$ cat config.mk
export PLATFORM = sky130hd
export DESIGN_NAME = int_pipe_top
export DESIGN_NICKNAME = d
export VERILOG_FILES = /design/src/verilog/core_isa_pkg.sv /design/src/verilog/core_pipe_pkg.sv /design/src/verilog/int_pipe_top.sv /design/src/verilog/writeback.sv /design/src/verilog/execute.sv /design/src/verilog/decode.sv
export SDC_FILE = /design/constraint.sdc
export NUM_CORES = 2
export LEC_CHECK = 0
export BUFFER_PORTS_ARGS = -buffer_cell sky130_fd_sc_hd__buf_2
export CAP_MARGIN = 20
export CELL_PAD_IN_SITES_DETAIL_PLACEMENT = 0
export CELL_PAD_IN_SITES_GLOBAL_PLACEMENT = 1
export CORE_ASPECT_RATIO = 0.6
export CORE_MARGIN = 5
export CORE_UTILIZATION = 40
export CTS_CLUSTER_DIAMETER = 100
export CTS_CLUSTER_SIZE = 16
export DETAILED_ROUTE_END_ITERATION = 7
export GPL_ROUTABILITY_DRIVEN = 0
export GPL_TIMING_DRIVEN = 0
export PLACE_DENSITY = 0.65
export SYNTH_ARGS = -nofsm -noshare
export SYNTH_HDL_FRONTEND = slang
export SYNTH_HIERARCHICAL = 1
export SYNTH_SLANG_ARGS = --single-unit
$ cat constraint.sdc
create_clock -name clk -period 19 [get_ports clk]
set_input_delay 2.85 -clock clk [delete_from_list [all_inputs] [get_ports clk]]
set_output_delay 2.85 -clock clk [all_outputs]
set_load 0.02 [all_outputs]
$ cat src/verilog/core_isa_pkg.sv
// RV32I ISA definitions
package core_isa_pkg;

    // Data width and register address width
    parameter int XLEN      = 32;
    parameter int RF_AWIDTH = 5;

    // Major opcodes handled by the slice
    typedef enum logic [6:0] {
        OPC_OP     = 7'b0110011,
        OPC_OP_IMM = 7'b0010011,
        OPC_LUI    = 7'b0110111,
        OPC_AUIPC  = 7'b0010111,
        OPC_JAL    = 7'b1101111,
        OPC_JALR   = 7'b1100111,
        OPC_BRANCH = 7'b1100011
    } type_opcode_e;

    // ALU operation selects
    typedef enum logic [3:0] {
        ALU_OPS_ADD, ALU_OPS_SUB, ALU_OPS_SLL, ALU_OPS_SLT,
        ALU_OPS_SLTU, ALU_OPS_XOR, ALU_OPS_SRL, ALU_OPS_SRA,
        ALU_OPS_OR, ALU_OPS_AND, ALU_OPS_COPY_OPR2
    } type_alu_ops_e;

    // Branch conditions, NONE for anything that is not a branch
    typedef enum logic [2:0] {
        BR_OPS_NONE, BR_OPS_EQ, BR_OPS_NE, BR_OPS_LT,
        BR_OPS_GE, BR_OPS_LTU, BR_OPS_GEU
    } type_br_ops_e;

    // ALU operand sources
    typedef enum logic {OPR1_SEL_REG, OPR1_SEL_PC} type_opr1_sel_e;
    typedef enum logic {OPR2_SEL_REG, OPR2_SEL_IMM} type_opr2_sel_e;

    // Register-register format
    typedef struct packed {
        logic [6:0]           funct7;
        logic [RF_AWIDTH-1:0] rs2;
        logic [RF_AWIDTH-1:0] rs1;
        logic [2:0]           funct3;
        logic [RF_AWIDTH-1:0] rd;
        type_opcode_e         opcode;
    } type_r_type_s;

    // Immediate format, also JALR
    typedef struct packed {
        logic [11:0]          imm;
        logic [RF_AWIDTH-1:0] rs1;
        logic [2:0]           funct3;
        logic [RF_AWIDTH-1:0] rd;
        type_opcode_e         opcode;
    } type_i_type_s;

    // Store format
    typedef struct packed {
        logic [6:0]           imm_11_5;
        logic [RF_AWIDTH-1:0] rs2;
        logic [RF_AWIDTH-1:0] rs1;
        logic [2:0]           funct3;
        logic [4:0]           imm_4_0;
        type_opcode_e         opcode;
    } type_s_type_s;

    // Branch format, immediate bits scattered
    typedef struct packed {
        logic                 imm_12;
        logic [5:0]           imm_10_5;
        logic [RF_AWIDTH-1:0] rs2;
        logic [RF_AWIDTH-1:0] rs1;
        logic [2:0]           funct3;
        logic [3:0]           imm_4_1;
        logic                 imm_11;
        type_opcode_e         opcode;
    } type_b_type_s;

    // Upper immediate format
    typedef struct packed {
        logic [19:0]          imm_31_12;
        logic [RF_AWIDTH-1:0] rd;
        type_opcode_e         opcode;
    } type_u_type_s;

    // Jump format
    typedef struct packed {
        logic                 imm_20;
        logic [9:0]           imm_10_1;
        logic                 imm_11;
        logic [7:0]           imm_19_12;
        logic [RF_AWIDTH-1:0] rd;
        type_opcode_e         opcode;
    } type_j_type_s;

    // One instruction word, six ways to read it
    typedef union packed {
        type_r_type_s r_type;
        type_i_type_s i_type;
        type_s_type_s s_type;
        type_b_type_s b_type;
        type_u_type_s u_type;
        type_j_type_s j_type;
    } type_instr_u;

endpackage
$ cat src/verilog/core_pipe_pkg.sv
// Pipeline stage structures
package core_pipe_pkg;
    import core_isa_pkg::*;

    // Instruction from fetch
    typedef struct packed {
        logic            valid;
        logic [XLEN-1:0] pc;
        logic [XLEN-1:0] instr;
    } type_fetch_s;

    // Decoded control for execute
    typedef struct packed {
        logic           valid;
        type_alu_ops_e  alu_ops;
        type_br_ops_e   br_ops;
        type_opr1_sel_e opr1_sel;
        type_opr2_sel_e opr2_sel;
        logic           jump_req;
        logic           jalr_req;
        logic           rd_wr_req;
        logic           illegal;
    } type_id2exe_ctrl_s;

    // Decoded data for execute
    typedef struct packed {
        logic [XLEN-1:0]      pc;
        logic [XLEN-1:0]      pc_next;
        logic [XLEN-1:0]      imm;
        logic [XLEN-1:0]      rs1_data;
        logic [XLEN-1:0]      rs2_data;
        logic [RF_AWIDTH-1:0] rs1_addr;
        logic [RF_AWIDTH-1:0] rs2_addr;
        logic [RF_AWIDTH-1:0] rd_addr;
    } type_id2exe_data_s;

    // Source registers of the instruction in execute
    typedef struct packed {
        logic [RF_AWIDTH-1:0] rs1_addr;
        logic [RF_AWIDTH-1:0] rs2_addr;
        logic                 use_rs1;
        logic                 use_rs2;
    } type_exe2fwd_s;

    // Forwarding selects and the value to forward
    typedef struct packed {
        logic            fwd_wrb_rs1;
        logic            fwd_wrb_rs2;
        logic [XLEN-1:0] fwd_data;
    } type_fwd2exe_s;

    // Registered execute result, also the slice output
    typedef struct packed {
        logic                 valid;
        logic                 rd_wr_req;
        logic [RF_AWIDTH-1:0] rd_addr;
        logic [XLEN-1:0]      rd_data;
        logic                 redirect;
        logic [XLEN-1:0]      pc_new;
        logic                 illegal;
    } type_exe2wb_s;

endpackage

$ cat src/verilog/int_pipe_top.sv
// Integer pipeline slice top level
`timescale 1ns/10ps

module int_pipe_top
    import core_isa_pkg::*;
    import core_pipe_pkg::*;
#(
    parameter int NUM_REGS = 32
) (
    input  logic         clk,
    input  logic         reset_i,
    input  type_fetch_s  fetch_i,
    output type_exe2wb_s result_o
);

    type_id2exe_ctrl_s    id2exe_ctrl;
    type_id2exe_data_s    id2exe_data;
    type_exe2fwd_s        exe2fwd;
    type_fwd2exe_s        fwd2exe;
    logic                 flush;
    logic [RF_AWIDTH-1:0] rs1_addr;
    logic [RF_AWIDTH-1:0] rs2_addr;
    logic [XLEN-1:0]      rs1_data;
    logic [XLEN-1:0]      rs2_data;

    decode #(
        .NUM_REGS(NUM_REGS)
    ) i_decode (
        .clk           (clk),
        .reset_i       (reset_i),
        .fetch_i       (fetch_i),
        .flush_i       (flush),
        .rs1_data_i    (rs1_data),
        .rs2_data_i    (rs2_data),
        .rs1_addr_o    (rs1_addr),
        .rs2_addr_o    (rs2_addr),
        .id2exe_ctrl_o (id2exe_ctrl),
        .id2exe_data_o (id2exe_data)
    );

    execute i_execute (
        .clk           (clk),
        .reset_i       (reset_i),
        .id2exe_ctrl_i (id2exe_ctrl),
        .id2exe_data_i (id2exe_data),
        .fwd2exe_i     (fwd2exe),
        .exe2fwd_o     (exe2fwd),
        .flush_o       (flush),
        .exe2wb_o      (result_o)
    );

    // Execute result register feeds writeback and the output alike
    writeback #(
        .NUM_REGS(NUM_REGS)
    ) i_writeback (
        .clk        (clk),
        .reset_i    (reset_i),
        .exe2wb_i   (result_o),
        .exe2fwd_i  (exe2fwd),
        .rs1_addr_i (rs1_addr),
        .rs2_addr_i (rs2_addr),
        .rs1_data_o (rs1_data),
        .rs2_data_o (rs2_data),
        .fwd2exe_o  (fwd2exe)
    );

endmodule

$ cat src/verilog/writeback.sv
// Register file and result writeback
`timescale 1ns/10ps

module writeback
    import core_isa_pkg::*;
    import core_pipe_pkg::*;
#(
    parameter int NUM_REGS = 32
) (
    input  logic                 clk,
    input  logic                 reset_i,
    input  type_exe2wb_s         exe2wb_i,
    input  type_exe2fwd_s        exe2fwd_i,
    input  logic [RF_AWIDTH-1:0] rs1_addr_i,
    input  logic [RF_AWIDTH-1:0] rs2_addr_i,
    output logic [XLEN-1:0]      rs1_data_o,
    output logic [XLEN-1:0]      rs2_data_o,
    output type_fwd2exe_s        fwd2exe_o
);

    logic [XLEN-1:0] reg_file [NUM_REGS];
    logic            wr_en;

    // x0 reads zero, a write in flight is passed straight through
    function automatic logic [XLEN-1:0] read_port(logic [RF_AWIDTH-1:0] addr);
        if (addr == '0) begin
            return '0;
        end
        if (wr_en && (addr == exe2wb_i.rd_addr)) begin
            return exe2wb_i.rd_data;
        end
        return reg_file[addr];
    endfunction

    // Valid result with a nonzero destination
    assign wr_en = exe2wb_i.valid && exe2wb_i.rd_wr_req && (exe2wb_i.rd_addr != '0);

    always_ff @(posedge clk) begin
        if (reset_i) begin
            for (int i = 0; i < NUM_REGS; i++) begin
                reg_file[i] <= '0;
            end
        end else if (wr_en) begin
            reg_file[exe2wb_i.rd_addr] <= exe2wb_i.rd_data;
        end
    end

    // Decode read ports, distance-two bypass included
    always_comb begin
        rs1_data_o = read_port(rs1_addr_i);
        rs2_data_o = read_port(rs2_addr_i);
    end

    // Distance-one forwarding into execute
    always_comb begin
        fwd2exe_o.fwd_wrb_rs1 = wr_en && exe2fwd_i.use_rs1
                              && (exe2wb_i.rd_addr == exe2fwd_i.rs1_addr);
        fwd2exe_o.fwd_wrb_rs2 = wr_en && exe2fwd_i.use_rs2
                              && (exe2wb_i.rd_addr == exe2fwd_i.rs2_addr);
        fwd2exe_o.fwd_data    = exe2wb_i.rd_data;
    end

    // Decode marks out-of-range destinations illegal, so none reach here
    assert property (@(posedge clk) disable iff (reset_i)
        wr_en |-> (int'(exe2wb_i.rd_addr) < NUM_REGS));

endmodule

$ cat src/verilog/execute.sv
// Execute stage with ALU and branch unit
`timescale 1ns/10ps

module execute
    import core_isa_pkg::*;
    import core_pipe_pkg::*;
(
    input  logic              clk,
    input  logic              reset_i,
    input  type_id2exe_ctrl_s id2exe_ctrl_i,
    input  type_id2exe_data_s id2exe_data_i,
    input  type_fwd2exe_s     fwd2exe_i,
    output type_exe2fwd_s     exe2fwd_o,
    output logic              flush_o,
    output type_exe2wb_s      exe2wb_o
);

    logic [XLEN-1:0]         operand_rs1;
    logic [XLEN-1:0]         operand_rs2;
    logic [XLEN-1:0]         alu_operand_1;
    logic [XLEN-1:0]         alu_operand_2;
    logic [XLEN-1:0]         alu_adder;
    logic [XLEN-1:0]         alu_result;
    logic [$clog2(XLEN)-1:0] shift_amt;
    logic [XLEN-1:0]         cmp_operand_2;
    logic [XLEN:0]           cmp_output;
    logic                    cmp_zero;
    logic                    cmp_neg;
    logic                    cmp_overflow;
    logic                    is_branch;
    logic                    branch_res;
    logic                    taken;
    logic [XLEN-1:0]         target;
    type_exe2wb_s            exe2wb_d;

    // Result of the previous instruction wins over stale read data
    assign operand_rs1 = fwd2exe_i.fwd_wrb_rs1 ? fwd2exe_i.fwd_data : id2exe_data_i.rs1_data;
    assign operand_rs2 = fwd2exe_i.fwd_wrb_rs2 ? fwd2exe_i.fwd_data : id2exe_data_i.rs2_data;

    assign alu_operand_1 = (id2exe_ctrl_i.opr1_sel == OPR1_SEL_PC) ? id2exe_data_i.pc
                                                                   : operand_rs1;
    assign alu_operand_2 = (id2exe_ctrl_i.opr2_sel == OPR2_SEL_IMM) ? id2exe_data_i.imm
                                                                    : operand_rs2;

    assign shift_amt = alu_operand_2[$clog2(XLEN)-1:0];
    assign alu_adder = (id2exe_ctrl_i.alu_ops == ALU_OPS_SUB) ? alu_operand_1 - alu_operand_2
                                                              : alu_operand_1 + alu_operand_2;

    // Comparator; branches compare rs2, SLT/SLTU compare operand 2
    assign is_branch     = (id2exe_ctrl_i.br_ops != BR_OPS_NONE);
    assign cmp_operand_2 = is_branch ? operand_rs2 : alu_operand_2;
    assign cmp_output    = {1'b0, operand_rs1} - {1'b0, cmp_operand_2};
    assign cmp_zero      = (cmp_output[XLEN-1:0] == '0);
    assign cmp_neg       = cmp_output[XLEN-1];
    // Signed overflow when the operand signs differ and the result sign flips
    assign cmp_overflow  = (operand_rs1[XLEN-1] ^ cmp_operand_2[XLEN-1])
                         & (operand_rs1[XLEN-1] ^ cmp_neg);

    always_comb begin
        case (id2exe_ctrl_i.br_ops)
            BR_OPS_EQ:  branch_res = cmp_zero;
            BR_OPS_NE:  branch_res = ~cmp_zero;
            BR_OPS_LT:  branch_res = cmp_neg ^ cmp_overflow;
            BR_OPS_GE:  branch_res = ~(cmp_neg ^ cmp_overflow);
            // Bit XLEN is the borrow out, set when rs1 < rs2 unsigned
            BR_OPS_LTU: branch_res = cmp_output[XLEN];
            BR_OPS_GEU: branch_res = ~cmp_output[XLEN];
            default:    branch_res = 1'b0;
        endcase
    end

    always_comb begin
        case (id2exe_ctrl_i.alu_ops)
            ALU_OPS_ADD,
            ALU_OPS_SUB:       alu_result = alu_adder;
            ALU_OPS_SLL:       alu_result = alu_operand_1 << shift_amt;
            ALU_OPS_SLT:       alu_result = XLEN'(cmp_neg ^ cmp_overflow);
            ALU_OPS_SLTU:      alu_result = XLEN'(cmp_output[XLEN]);
            ALU_OPS_XOR:       alu_result = alu_operand_1 ^ alu_operand_2;
            ALU_OPS_SRL:       alu_result = alu_operand_1 >> shift_amt;
            ALU_OPS_SRA:       alu_result = $signed(alu_operand_1) >>> shift_amt;
            ALU_OPS_OR:        alu_result = alu_operand_1 | alu_operand_2;
            ALU_OPS_AND:       alu_result = alu_operand_1 & alu_operand_2;
            ALU_OPS_COPY_OPR2: alu_result = alu_operand_2;
            default:           alu_result = '0;
        endcase
    end

    // Jump and branch target from the adder, JALR drops bit 0
    assign target = {alu_adder[XLEN-1:1], alu_adder[0] & ~id2exe_ctrl_i.jalr_req};
    assign taken  = id2exe_ctrl_i.valid & ~id2exe_ctrl_i.illegal
                  & (id2exe_ctrl_i.jump_req | branch_res);

    // Squashes the younger instruction sitting in decode
    assign flush_o = taken;

    // Sources for the forwarding compare in writeback
    assign exe2fwd_o.rs1_addr = id2exe_data_i.rs1_addr;
    assign exe2fwd_o.rs2_addr = id2exe_data_i.rs2_addr;
    assign exe2fwd_o.use_rs1  = id2exe_ctrl_i.valid
                              & ((id2exe_ctrl_i.opr1_sel == OPR1_SEL_REG) | is_branch);
    assign exe2fwd_o.use_rs2  = id2exe_ctrl_i.valid
                              & ((id2exe_ctrl_i.opr2_sel == OPR2_SEL_REG) | is_branch);

    always_comb begin
        exe2wb_d.valid     = id2exe_ctrl_i.valid;
        exe2wb_d.rd_wr_req = id2exe_ctrl_i.valid & id2exe_ctrl_i.rd_wr_req;
        exe2wb_d.rd_addr   = id2exe_data_i.rd_addr;
        // Link address for jumps
        exe2wb_d.rd_data   = id2exe_ctrl_i.jump_req ? id2exe_data_i.pc_next : alu_result;
        exe2wb_d.redirect  = taken;
        exe2wb_d.pc_new    = taken ? target : id2exe_data_i.pc_next;
        exe2wb_d.illegal   = id2exe_ctrl_i.valid & id2exe_ctrl_i.illegal;
    end

    // Execute pipeline register, reset clears only the control bits
    always_ff @(posedge clk) begin
        exe2wb_o <= exe2wb_d;
        if (reset_i) begin
            exe2wb_o.valid     <= 1'b0;
            exe2wb_o.rd_wr_req <= 1'b0;
            exe2wb_o.redirect  <= 1'b0;
            exe2wb_o.illegal   <= 1'b0;
        end
    end

    // Writeback only forwards into a source this instruction reads
    assert property (@(posedge clk) disable iff (reset_i)
        fwd2exe_i.fwd_wrb_rs1 |-> exe2fwd_o.use_rs1);
    assert property (@(posedge clk) disable iff (reset_i)
        fwd2exe_i.fwd_wrb_rs2 |-> exe2fwd_o.use_rs2);

endmodule

$ cat src/verilog/decode.sv
// Instruction decode stage
`timescale 1ns/10ps

module decode
    import core_isa_pkg::*;
    import core_pipe_pkg::*;
#(
    parameter int NUM_REGS = 32
) (
    input  logic                 clk,
    input  logic                 reset_i,
    input  type_fetch_s          fetch_i,
    input  logic                 flush_i,
    input  logic [XLEN-1:0]      rs1_data_i,
    input  logic [XLEN-1:0]      rs2_data_i,
    output logic [RF_AWIDTH-1:0] rs1_addr_o,
    output logic [RF_AWIDTH-1:0] rs2_addr_o,
    output type_id2exe_ctrl_s    id2exe_ctrl_o,
    output type_id2exe_data_s    id2exe_data_o
);

    type_instr_u       instr;
    type_id2exe_ctrl_s ctrl;
    type_id2exe_data_s data;
    logic              use_rs1;
    logic              use_rs2;
    logic              bad_reg;

    // True for an index beyond the implemented registers (RV32E)
    function automatic logic reg_invalid(logic [RF_AWIDTH-1:0] addr);
        return int'(addr) >= NUM_REGS;
    endfunction

    // Maps funct3 to an ALU operation
    // alt is funct7 bit 5 and gives SUB only for OP
    function automatic type_alu_ops_e alu_decode(logic [2:0] funct3, logic alt, logic is_op);
        case (funct3)
            3'b000:  return (alt && is_op) ? ALU_OPS_SUB : ALU_OPS_ADD;
            3'b001:  return ALU_OPS_SLL;
            3'b010:  return ALU_OPS_SLT;
            3'b011:  return ALU_OPS_SLTU;
            3'b100:  return ALU_OPS_XOR;
            3'b101:  return alt ? ALU_OPS_SRA : ALU_OPS_SRL;
            3'b110:  return ALU_OPS_OR;
            default: return ALU_OPS_AND;
        endcase
    endfunction

    // Maps funct3 to a branch condition
    // NONE marks a reserved encoding
    function automatic type_br_ops_e br_decode(logic [2:0] funct3);
        case (funct3)
            3'b000:  return BR_OPS_EQ;
            3'b001:  return BR_OPS_NE;
            3'b100:  return BR_OPS_LT;
            3'b101:  return BR_OPS_GE;
            3'b110:  return BR_OPS_LTU;
            3'b111:  return BR_OPS_GEU;
            default: return BR_OPS_NONE;
        endcase
    endfunction

    assign instr = fetch_i.instr;

    // Register file read addresses sit at fixed positions in every format
    assign rs1_addr_o = instr.r_type.rs1;
    assign rs2_addr_o = instr.r_type.rs2;

    always_comb begin
        // Defaults describe an ADD with rs1 and the I immediate
        ctrl          = '0;
        ctrl.valid    = fetch_i.valid;
        ctrl.alu_ops  = ALU_OPS_ADD;
        ctrl.br_ops   = BR_OPS_NONE;
        ctrl.opr1_sel = OPR1_SEL_REG;
        ctrl.opr2_sel = OPR2_SEL_IMM;
        data.imm      = {{20{instr.i_type.imm[11]}}, instr.i_type.imm};
        case (instr.r_type.opcode)
            OPC_OP: begin
                ctrl.opr2_sel  = OPR2_SEL_REG;
                ctrl.alu_ops   = alu_decode(instr.r_type.funct3, instr.r_type.funct7[5], 1'b1);
                ctrl.rd_wr_req = 1'b1;
            end
            OPC_OP_IMM: begin
                // imm bit 10 is funct7 bit 5 and picks SRAI
                ctrl.alu_ops   = alu_decode(instr.i_type.funct3, instr.i_type.imm[10], 1'b0);
                ctrl.rd_wr_req = 1'b1;
            end
            OPC_LUI, OPC_AUIPC: begin
                ctrl.opr1_sel  = OPR1_SEL_PC;
                ctrl.alu_ops   = (instr.u_type.opcode == OPC_LUI) ? ALU_OPS_COPY_OPR2
                                                                 : ALU_OPS_ADD;
                ctrl.rd_wr_req = 1'b1;
                data.imm       = {instr.u_type.imm_31_12, 12'b0};
            end
            OPC_JAL: begin
                ctrl.opr1_sel  = OPR1_SEL_PC;
                ctrl.jump_req  = 1'b1;
                ctrl.rd_wr_req = 1'b1;
                data.imm       = {{11{instr.j_type.imm_20}}, instr.j_type.imm_20,
                                  instr.j_type.imm_19_12, instr.j_type.imm_11,
                                  instr.j_type.imm_10_1, 1'b0};
            end
            OPC_JALR: begin
                ctrl.jump_req  = 1'b1;
                ctrl.jalr_req  = 1'b1;
                ctrl.rd_wr_req = 1'b1;
            end
            OPC_BRANCH: begin
                // Adder forms pc+imm while the comparator sees rs1 and rs2
                ctrl.opr1_sel = OPR1_SEL_PC;
                ctrl.br_ops   = br_decode(instr.b_type.funct3);
                ctrl.illegal  = (ctrl.br_ops == BR_OPS_NONE);
                data.imm      = {{19{instr.b_type.imm_12}}, instr.b_type.imm_12,
                                 instr.b_type.imm_11, instr.b_type.imm_10_5,
                                 instr.b_type.imm_4_1, 1'b0};
            end
            default: begin
                ctrl.illegal = 1'b1;
            end
        endcase

        // Only registers the instruction really touches are range checked
        use_rs1 = (ctrl.opr1_sel == OPR1_SEL_REG) || (ctrl.br_ops != BR_OPS_NONE);
        use_rs2 = (ctrl.opr2_sel == OPR2_SEL_REG) || (ctrl.br_ops != BR_OPS_NONE);
        bad_reg = (use_rs1 && reg_invalid(instr.r_type.rs1))
                || (use_rs2 && reg_invalid(instr.r_type.rs2))
                || (ctrl.rd_wr_req && reg_invalid(instr.r_type.rd));
        if (ctrl.illegal || bad_reg) begin
            ctrl.illegal   = 1'b1;
            ctrl.rd_wr_req = 1'b0;
        end

        data.pc       = fetch_i.pc;
        data.pc_next  = fetch_i.pc + XLEN'(4);
        data.rs1_data = rs1_data_i;
        data.rs2_data = rs2_data_i;
        data.rs1_addr = instr.r_type.rs1;
        data.rs2_addr = instr.r_type.rs2;
        data.rd_addr  = instr.r_type.rd;
    end

    // A taken redirect squashes the slot in the decode pipeline register
    always_ff @(posedge clk) begin
        if (reset_i) begin
            id2exe_ctrl_o <= '0;
        end else begin
            id2exe_ctrl_o       <= ctrl;
            id2exe_ctrl_o.valid <= ctrl.valid & ~flush_i;
        end
    end

    always_ff @(posedge clk) begin
        id2exe_data_o <= data;
    end

endmodule

Yosys cells after proc, flatten, opt, wreduce, memory -nomap -nowiden
Memories as Yosys holds them, arrays and structs flattened.
Index checks and enable logic that the tools add are counted.
Storage, ports and cells
  memory bits (writable): 1024
  output and inout bits: 73
  register bits: 262
  memories: 1
  input port bits: 67
Cells by class
  mux-type cells: 48
  add/subtract/negate cells: 4
  bitwise gates (word level): 28
  shift-type cells: 3
  reductions and logical operators: 24
  eq/ne operators: 34
Memory list
  i_writeback.reg_file: depth 32, bits a word 32, rd ports 2, clocked after Yosys merged registers in 0, write ports 32, line writeback.sv:21  | logic [XLEN-1:0] reg_file [NUM_REGS];
Operators by type and width (count)
  2-to-1 mux 32 bit: 17
  one-hot mux 32 bit (10 select lines): 1
  one-hot mux 31 bit (3 select lines): 1
  one-hot mux 4 bit (7 select lines): 2
  subtractor 32 x 32 -> 33 bit: 1
  adder 32 x 3 -> 32 bit (second input constant): 1
  adder 32 bit: 1
  AND 32 bit: 1
  zero test 32 bit: 1
  OR 32 bit: 1
  OR reduction 32 bit: 1
  << shifter 32 x 5 -> 32 bit: 1
  right shift 32 x 5 -> 32 bit: 1
  >>> shifter 32 x 5 -> 32 bit: 1
  subtractor 32 bit: 1
  XOR 32 bit: 1
  == test 3 bit (second input constant): 7
  == test 7 bit (second input constant): 3
  == test 5 bit: 4
  2-to-1 mux 1 bit: 20
  one-hot mux 3 bit (6 select lines): 1
  == test 4 x 3 -> 1 bit (second input constant): 4
  == test 7 x 5 -> 1 bit (second input constant): 2
  == test 7 x 6 -> 1 bit (second input constant): 2
  other kinds (24): 65

Logic depth before layout (Yosys ltp)
  word-level depth: 18
  mapped depth: 37
  depth with buffers taken out: 31

Modules after synthesis
Netlist, hierarchy kept.
Modules (own cells, without submodules)
  writeback: area an instance 56538.0 sq um, cells an instance 4099, seq. area each 30749.5 sq um, instances 1
  execute: area an instance 13785.7 sq um, cells an instance 1831, seq. area each 1461.4 sq um, instances 1
  decode: area an instance 4987.3 sq um, cells an instance 370, seq. area each 3743.6 sq um, instances 1

Worst setup path before layout
Ideal clock, no wire load.
  kind: reg2reg
  start point: reg i_decode/id2exe_ctrl_o[4] in the netlist's numbering
  end point: reg i_execute/exe2wb_o[10] in the netlist's numbering
  stages on the path, launching flop included: 36
  path slack: 10.857 ns
  arrival: 8.022 ns
  required time: 18.879 ns
  buffers on the path: 8
  path through: dfxtp_1 -> buf_2 -> buf_2 -> buf_2 -> buf_2 -> nand2_1 -> buf_1 -> and2_1 -> nand2_1 -> nor3_1 -> buf_1 -> clkbuf_1 -> mux2_2 -> mux2i_1 -> ha_1 -> a21oi_1 -> nor2b_1 -> or4_1 -> o211ai_1 -> a21oi_1 -> o21ai_0 -> nand2b_1 -> a21oi_1 -> fa_1 -> nand3_1 -> a2111oi_0 -> nand4_1 -> nor3_1 -> nand4_1 -> nor4_1 -> nand4_1 -> o41ai_1 -> o211ai_2 -> o21ai_2 -> buf_6 -> mux2_4
RTL lines
  start, declared: line decode.sv:18  | output type_id2exe_ctrl_s id2exe_ctrl_o,
  start signal, assigned: line decode.sv:148  | id2exe_ctrl_o <= ctrl;
  end signal, assigned: line execute.sv:118  | exe2wb_o <= exe2wb_d;
  end, declared: line execute.sv:15  | output type_exe2wb_s exe2wb_o

==> key figures <==
Outcome
  • Status: finished with violations
  • Failing checks: design-rule violations

Final layout
  • Layout Cells excl Fill: 9241
  • Fraction of layout cells with a size suffix above 1: 17.8%
  • Fill count: 17400
  • Area occupied by multi-input gates: 0.0361 sq mm
  • FF/Latch Area: 0.0360 sq mm
  • Area grow syn2layout: 11.0%
  • Core Util, Final: 44.6%
  • Post-route cell area: 0.0836 sq mm
  • Nets: 6884

Logic synthesis
  • YS warnings: 6
  • Synth Flop Type: edfxtp_1
  • Leading post-synthesis cells by cell area: edfxtp_1 (41%), mux4_2 (10%), and2_1 (8.4%), dfxtp_1 (6.9%), mux2i_1 (6.3%)
  • Syn_area_per_cell: 12.0 sq um
  • Largest family of logic cells by synthesized area: multiplexers
  • Mux cell area share after synthesis: 19.5%
  • Synth Area in XOR/XNOR: 1.35%
  • Simple-gate share of the synthesized area: 14.4%
  • Post-synthesis cell count: 6300
  • Post-synthesis adder-cell area fraction: 2.32%
  • Synth unique cells: 111
  • Register bit total from synthesis: 1284
  • Seq/Total Area, Yosys: 47.7%
  • Yosys top cell area share: 40.8%
  • Synth area leader: edfxtp_1
  • Synth Area in Compound Gates: 10.1%
  • Number of flops mapped to enable cells by yosys: 1024
  • Synth Cell Area: 0.0753 sq mm
  • Asr flop ratio synth: 0%

Place
  • Placed inst area: 0.0806 sq mm
  • Dpl cells: 9050
  • Place WS: 5750 ps
  • Detailed placement HPWL: 308 mm
  • # port buffers: 135

Clocking
  • Post-CTS Setup Inserts: 0
  • Clk root buf: clkbuf_16
  • CTS hold repair buffers: 0
  • Longest Clk Path Bufs: 3
  • Clock Latency Late Sink: 750 ps
  • Num CTS Buffers: 90
  • Post-CTS sizing: 0
  • CTS tree: yes
  • CTS Sinks: 1284
  • Register clock-pin slew on the reported worst setup and hold paths: 90 ps
  • H-tree depth: 3

Hold path
  • Worst Hold Class: register to register

Setup path
  • Setup crit end kind: register
  • Worst setup path start: i_decode/id2exe_ctrl_o[4]
  • Crit path DAT: 15110 ps
  • Worst R2R End: i_execute/exe2wb_o[17]
  • Setup CP Type: register to register
  • Slowest-stage cell, CP: o21ai_2
  • Cell mode on critical path: buf_2
  • Startpoint types: register
  • R2R depth: 36
  • Reg-to-reg slack, setup: 4520 ps
  • Worst Path Max Fanout: 10
  • CP required: 19630 ps
  • Setup crit end: i_execute/exe2wb_o[17]
  • Max incr delay on CP: 980 ps
  • FF-to-FF Start: i_decode/id2exe_ctrl_o[4]

Route
  • Drt pass-1 iters: 8
  • Drt wl/cell: 42.8 um
  • DRT iter0 DRCs: 13700
  • # DRC: 348
  • Final WL: 396 mm
  • ANT nets after route: 0
  • Vias: 63600
  • Vias per cell: 6.88

Floorplan
  • Row count: 123
  • Die area: 0.197 sq mm
  • Top Ports: 140
  • Starting density of the core: 40.2%
  • Core area: 0.187 sq mm
  • Die W: 570 um
  • DIE HEIGHT: 346 um

Timing
  • Final setup fails: 0
  • Final Hold Fails: 0
  • Period utilisation layout: 76.2%
  • Slew Viols, Final: 0
  • Final min period: 14480 ps
  • Final WS setup: 4520 ps
  • Worst Tran Pin Value: 1400 ps
  • Peak Freq: 0.0691 GHz
  • Max transition margin: 6.78%
  • Unrepaired setup endpoints after global routing: false
  • Setup_tns: 0 ps
  • Worst Skew: 40.6 ps

Pwr
  • Psw: 2.93 mW
  • Sw frac: 38.2%
  • VDD IR max: 0.0702 mV
  • Clock Power Share: 25.1%
  • Cell Int Power: 4.75 mW
  • Reg power frac: 44.5%
  • Leak pwr: 32.1 nW
  • Logic pwr share: 30.4%
  • Pwr/cell area: 91.8 mW/mm^2

Global routing
  • First-pass GRT wire length: 512 mm
  • GRT Total Usage: 38.5%
  • Vias in the first global route: 55900
  • Grt total ovfl: 0
  • Initial antenna violation count: 26
  • Pin count of the biggest net entering global routing: 33

Run
  • Maxcap violations: 0
[stage by stage]
step	hold WS, ps	power (mW)
3_3_place_gp	310	5.56
2_1_floorplan	310	4.52
4_1_cts	325	7.48
3_5_place_dp	312	5.60
5_1_grt	337	7.79
6_report	324	7.68
[power groups by stage]
stage	Combinational, mW	Clock, mW	Sequential (mW)
after floorplan	1.16	0	3.37
after global placement	2.10	0	3.46
after detailed placement	2.14	0	3.46
after CTS	2.15	1.93	3.40
after global routing	2.35	2.04	3.41
final	2.34	1.93	3.41
[worst max-delay path: cells and delay by family, from the launching register on]
family                   cells  cell delay, ps
flip-flops                   1             330
AO/OA/AOI/OAI               10            4500
buffers and inverters        9            3490
multiplexers                 3             840
AND/OR/NAND/NOR             12            4240
adder cells (fa/ha/maj)      2             860
[registers in the layout, indices dropped and copies added (netlist names)]
register / flops
i_decode/id2exe_ctrl_o: 14
i_execute/exe2wb_o: 73
i_decode/id2exe_data_o: 173
i_writeback/reg_file: 1024
[how the worst min path moves through the flow]
| stage | start | to | slack [ps] | depth (start not counted) |
|---|---|---|---|---|
| after CTS | i_decode/id2exe_data_o[0] | i_execute/exe2wb_o[66] | 330 | 0 |
| after detailed placement | i_decode/id2exe_data_o[1] | i_execute/exe2wb_o[67] | 310 | 0 |
| final | i_decode/id2exe_data_o[0] | i_execute/exe2wb_o[66] | 320 | 0 |
| after global placement | i_decode/id2exe_data_o[2] | i_execute/exe2wb_o[68] | 310 | 0 |
| after global routing | i_decode/id2exe_data_o[3] | i_execute/exe2wb_o[69] | 340 | 0 |
| after floorplan | i_decode/id2exe_data_o[0] | i_execute/exe2wb_o[66] | 310 | 0 |
[Yosys cell counts (12+ instances only)]
cell / number
nand4_1: 24
o21a_1: 22
buf_6: 32
a31oi_1: 36
mux2_4: 28
and3_1: 13
nor3_1: 34
nand2b_1: 23
dfxtp_1: 260
xnor2_1: 97
a22o_1: 14
buf_4: 91
o31ai_2: 30
buf_1: 37
o221ai_1: 46
or3_1: 12
nand3_1: 50
a21o_1: 76
a21oi_1: 177
a211oi_1: 38
clkbuf_1: 354
mux2_2: 133
ha_1: 135
o22ai_1: 108
mux4_2: 350
a221oi_1: 73
buf_2: 69
edfxtp_1: 1024
nand2_1: 455
or2_2: 38
a22oi_1: 58
inv_1: 93
nor2_1: 219
nor3b_1: 15
xor2_1: 19
o211ai_1: 54
nor2b_1: 28
o2111ai_1: 19
a211o_1: 41
o21ai_0: 201
and2_1: 1006
mux2i_1: 475
[cells in the final DEF, fill, tap and decap left out, types with 36 or more instances in the layout]
cell       netlist  final
a211o_1         41     41
buf_8            7     56
a221oi_1        73     73
mux2i_1        475    475
a21o_1          76     76
dfxtp_1        260    260
clkbuf_1       354    377
nor2_1         219    217
o21ai_0        201    198
o22ai_1        108    108
a211oi_1        38     38
xnor2_1         97     97
inv_1           93     93
nand2_1        455    455
a21oi_1        177    176
edfxtp_1      1024   1024
o211ai_1        54     54
mux4_2         350    350
or2_2           38     38
a31oi_1         36     36
and2_1        1006   1006
nand3_1         50     50
buf_6           32     42
o221ai_1        46     45
mux2_2         133    133
buf_4           91    112
buf_2           69    213
clkbuf_16        0     93
a22oi_1         58     58
ha_1           135    135
[metal layers]
metal | track usage, % | wire length (um)
met1 | 55.9 | 164000
met2 | 43.7 | 135000
met3 | 26.4 | 81700
met4 | 10.9 | 14300
met5 | 5.01 | 1320
[logic make-up after synthesis]
family                   count (synthesis)
XOR/XNOR                               116
multiplexers                           991
buffers and inverters                  693
AND/OR/NAND/NOR                       1986
other                                    1
AO/OA/AOI/OAI                         1091
flip-flops                            1284
adder cells (fa/ha/maj)                138
[layout make-up]
class                           instances  share of cell area, %
Multi-Input combinational cell       4354                   43.2
Sequential cell                      1284                   43.0
Tap cell                             2500                   3.74
Buffer                                596                   3.68
Timing Repair Buffer                  256                   2.92
Clock buffer                          121                   2.91
Inverter                               97                  0.435
Antenna cell                           29                 0.0868
Clock inverter                          4                 0.0389
No activity file was read; power rests on OpenSTA's default activity.
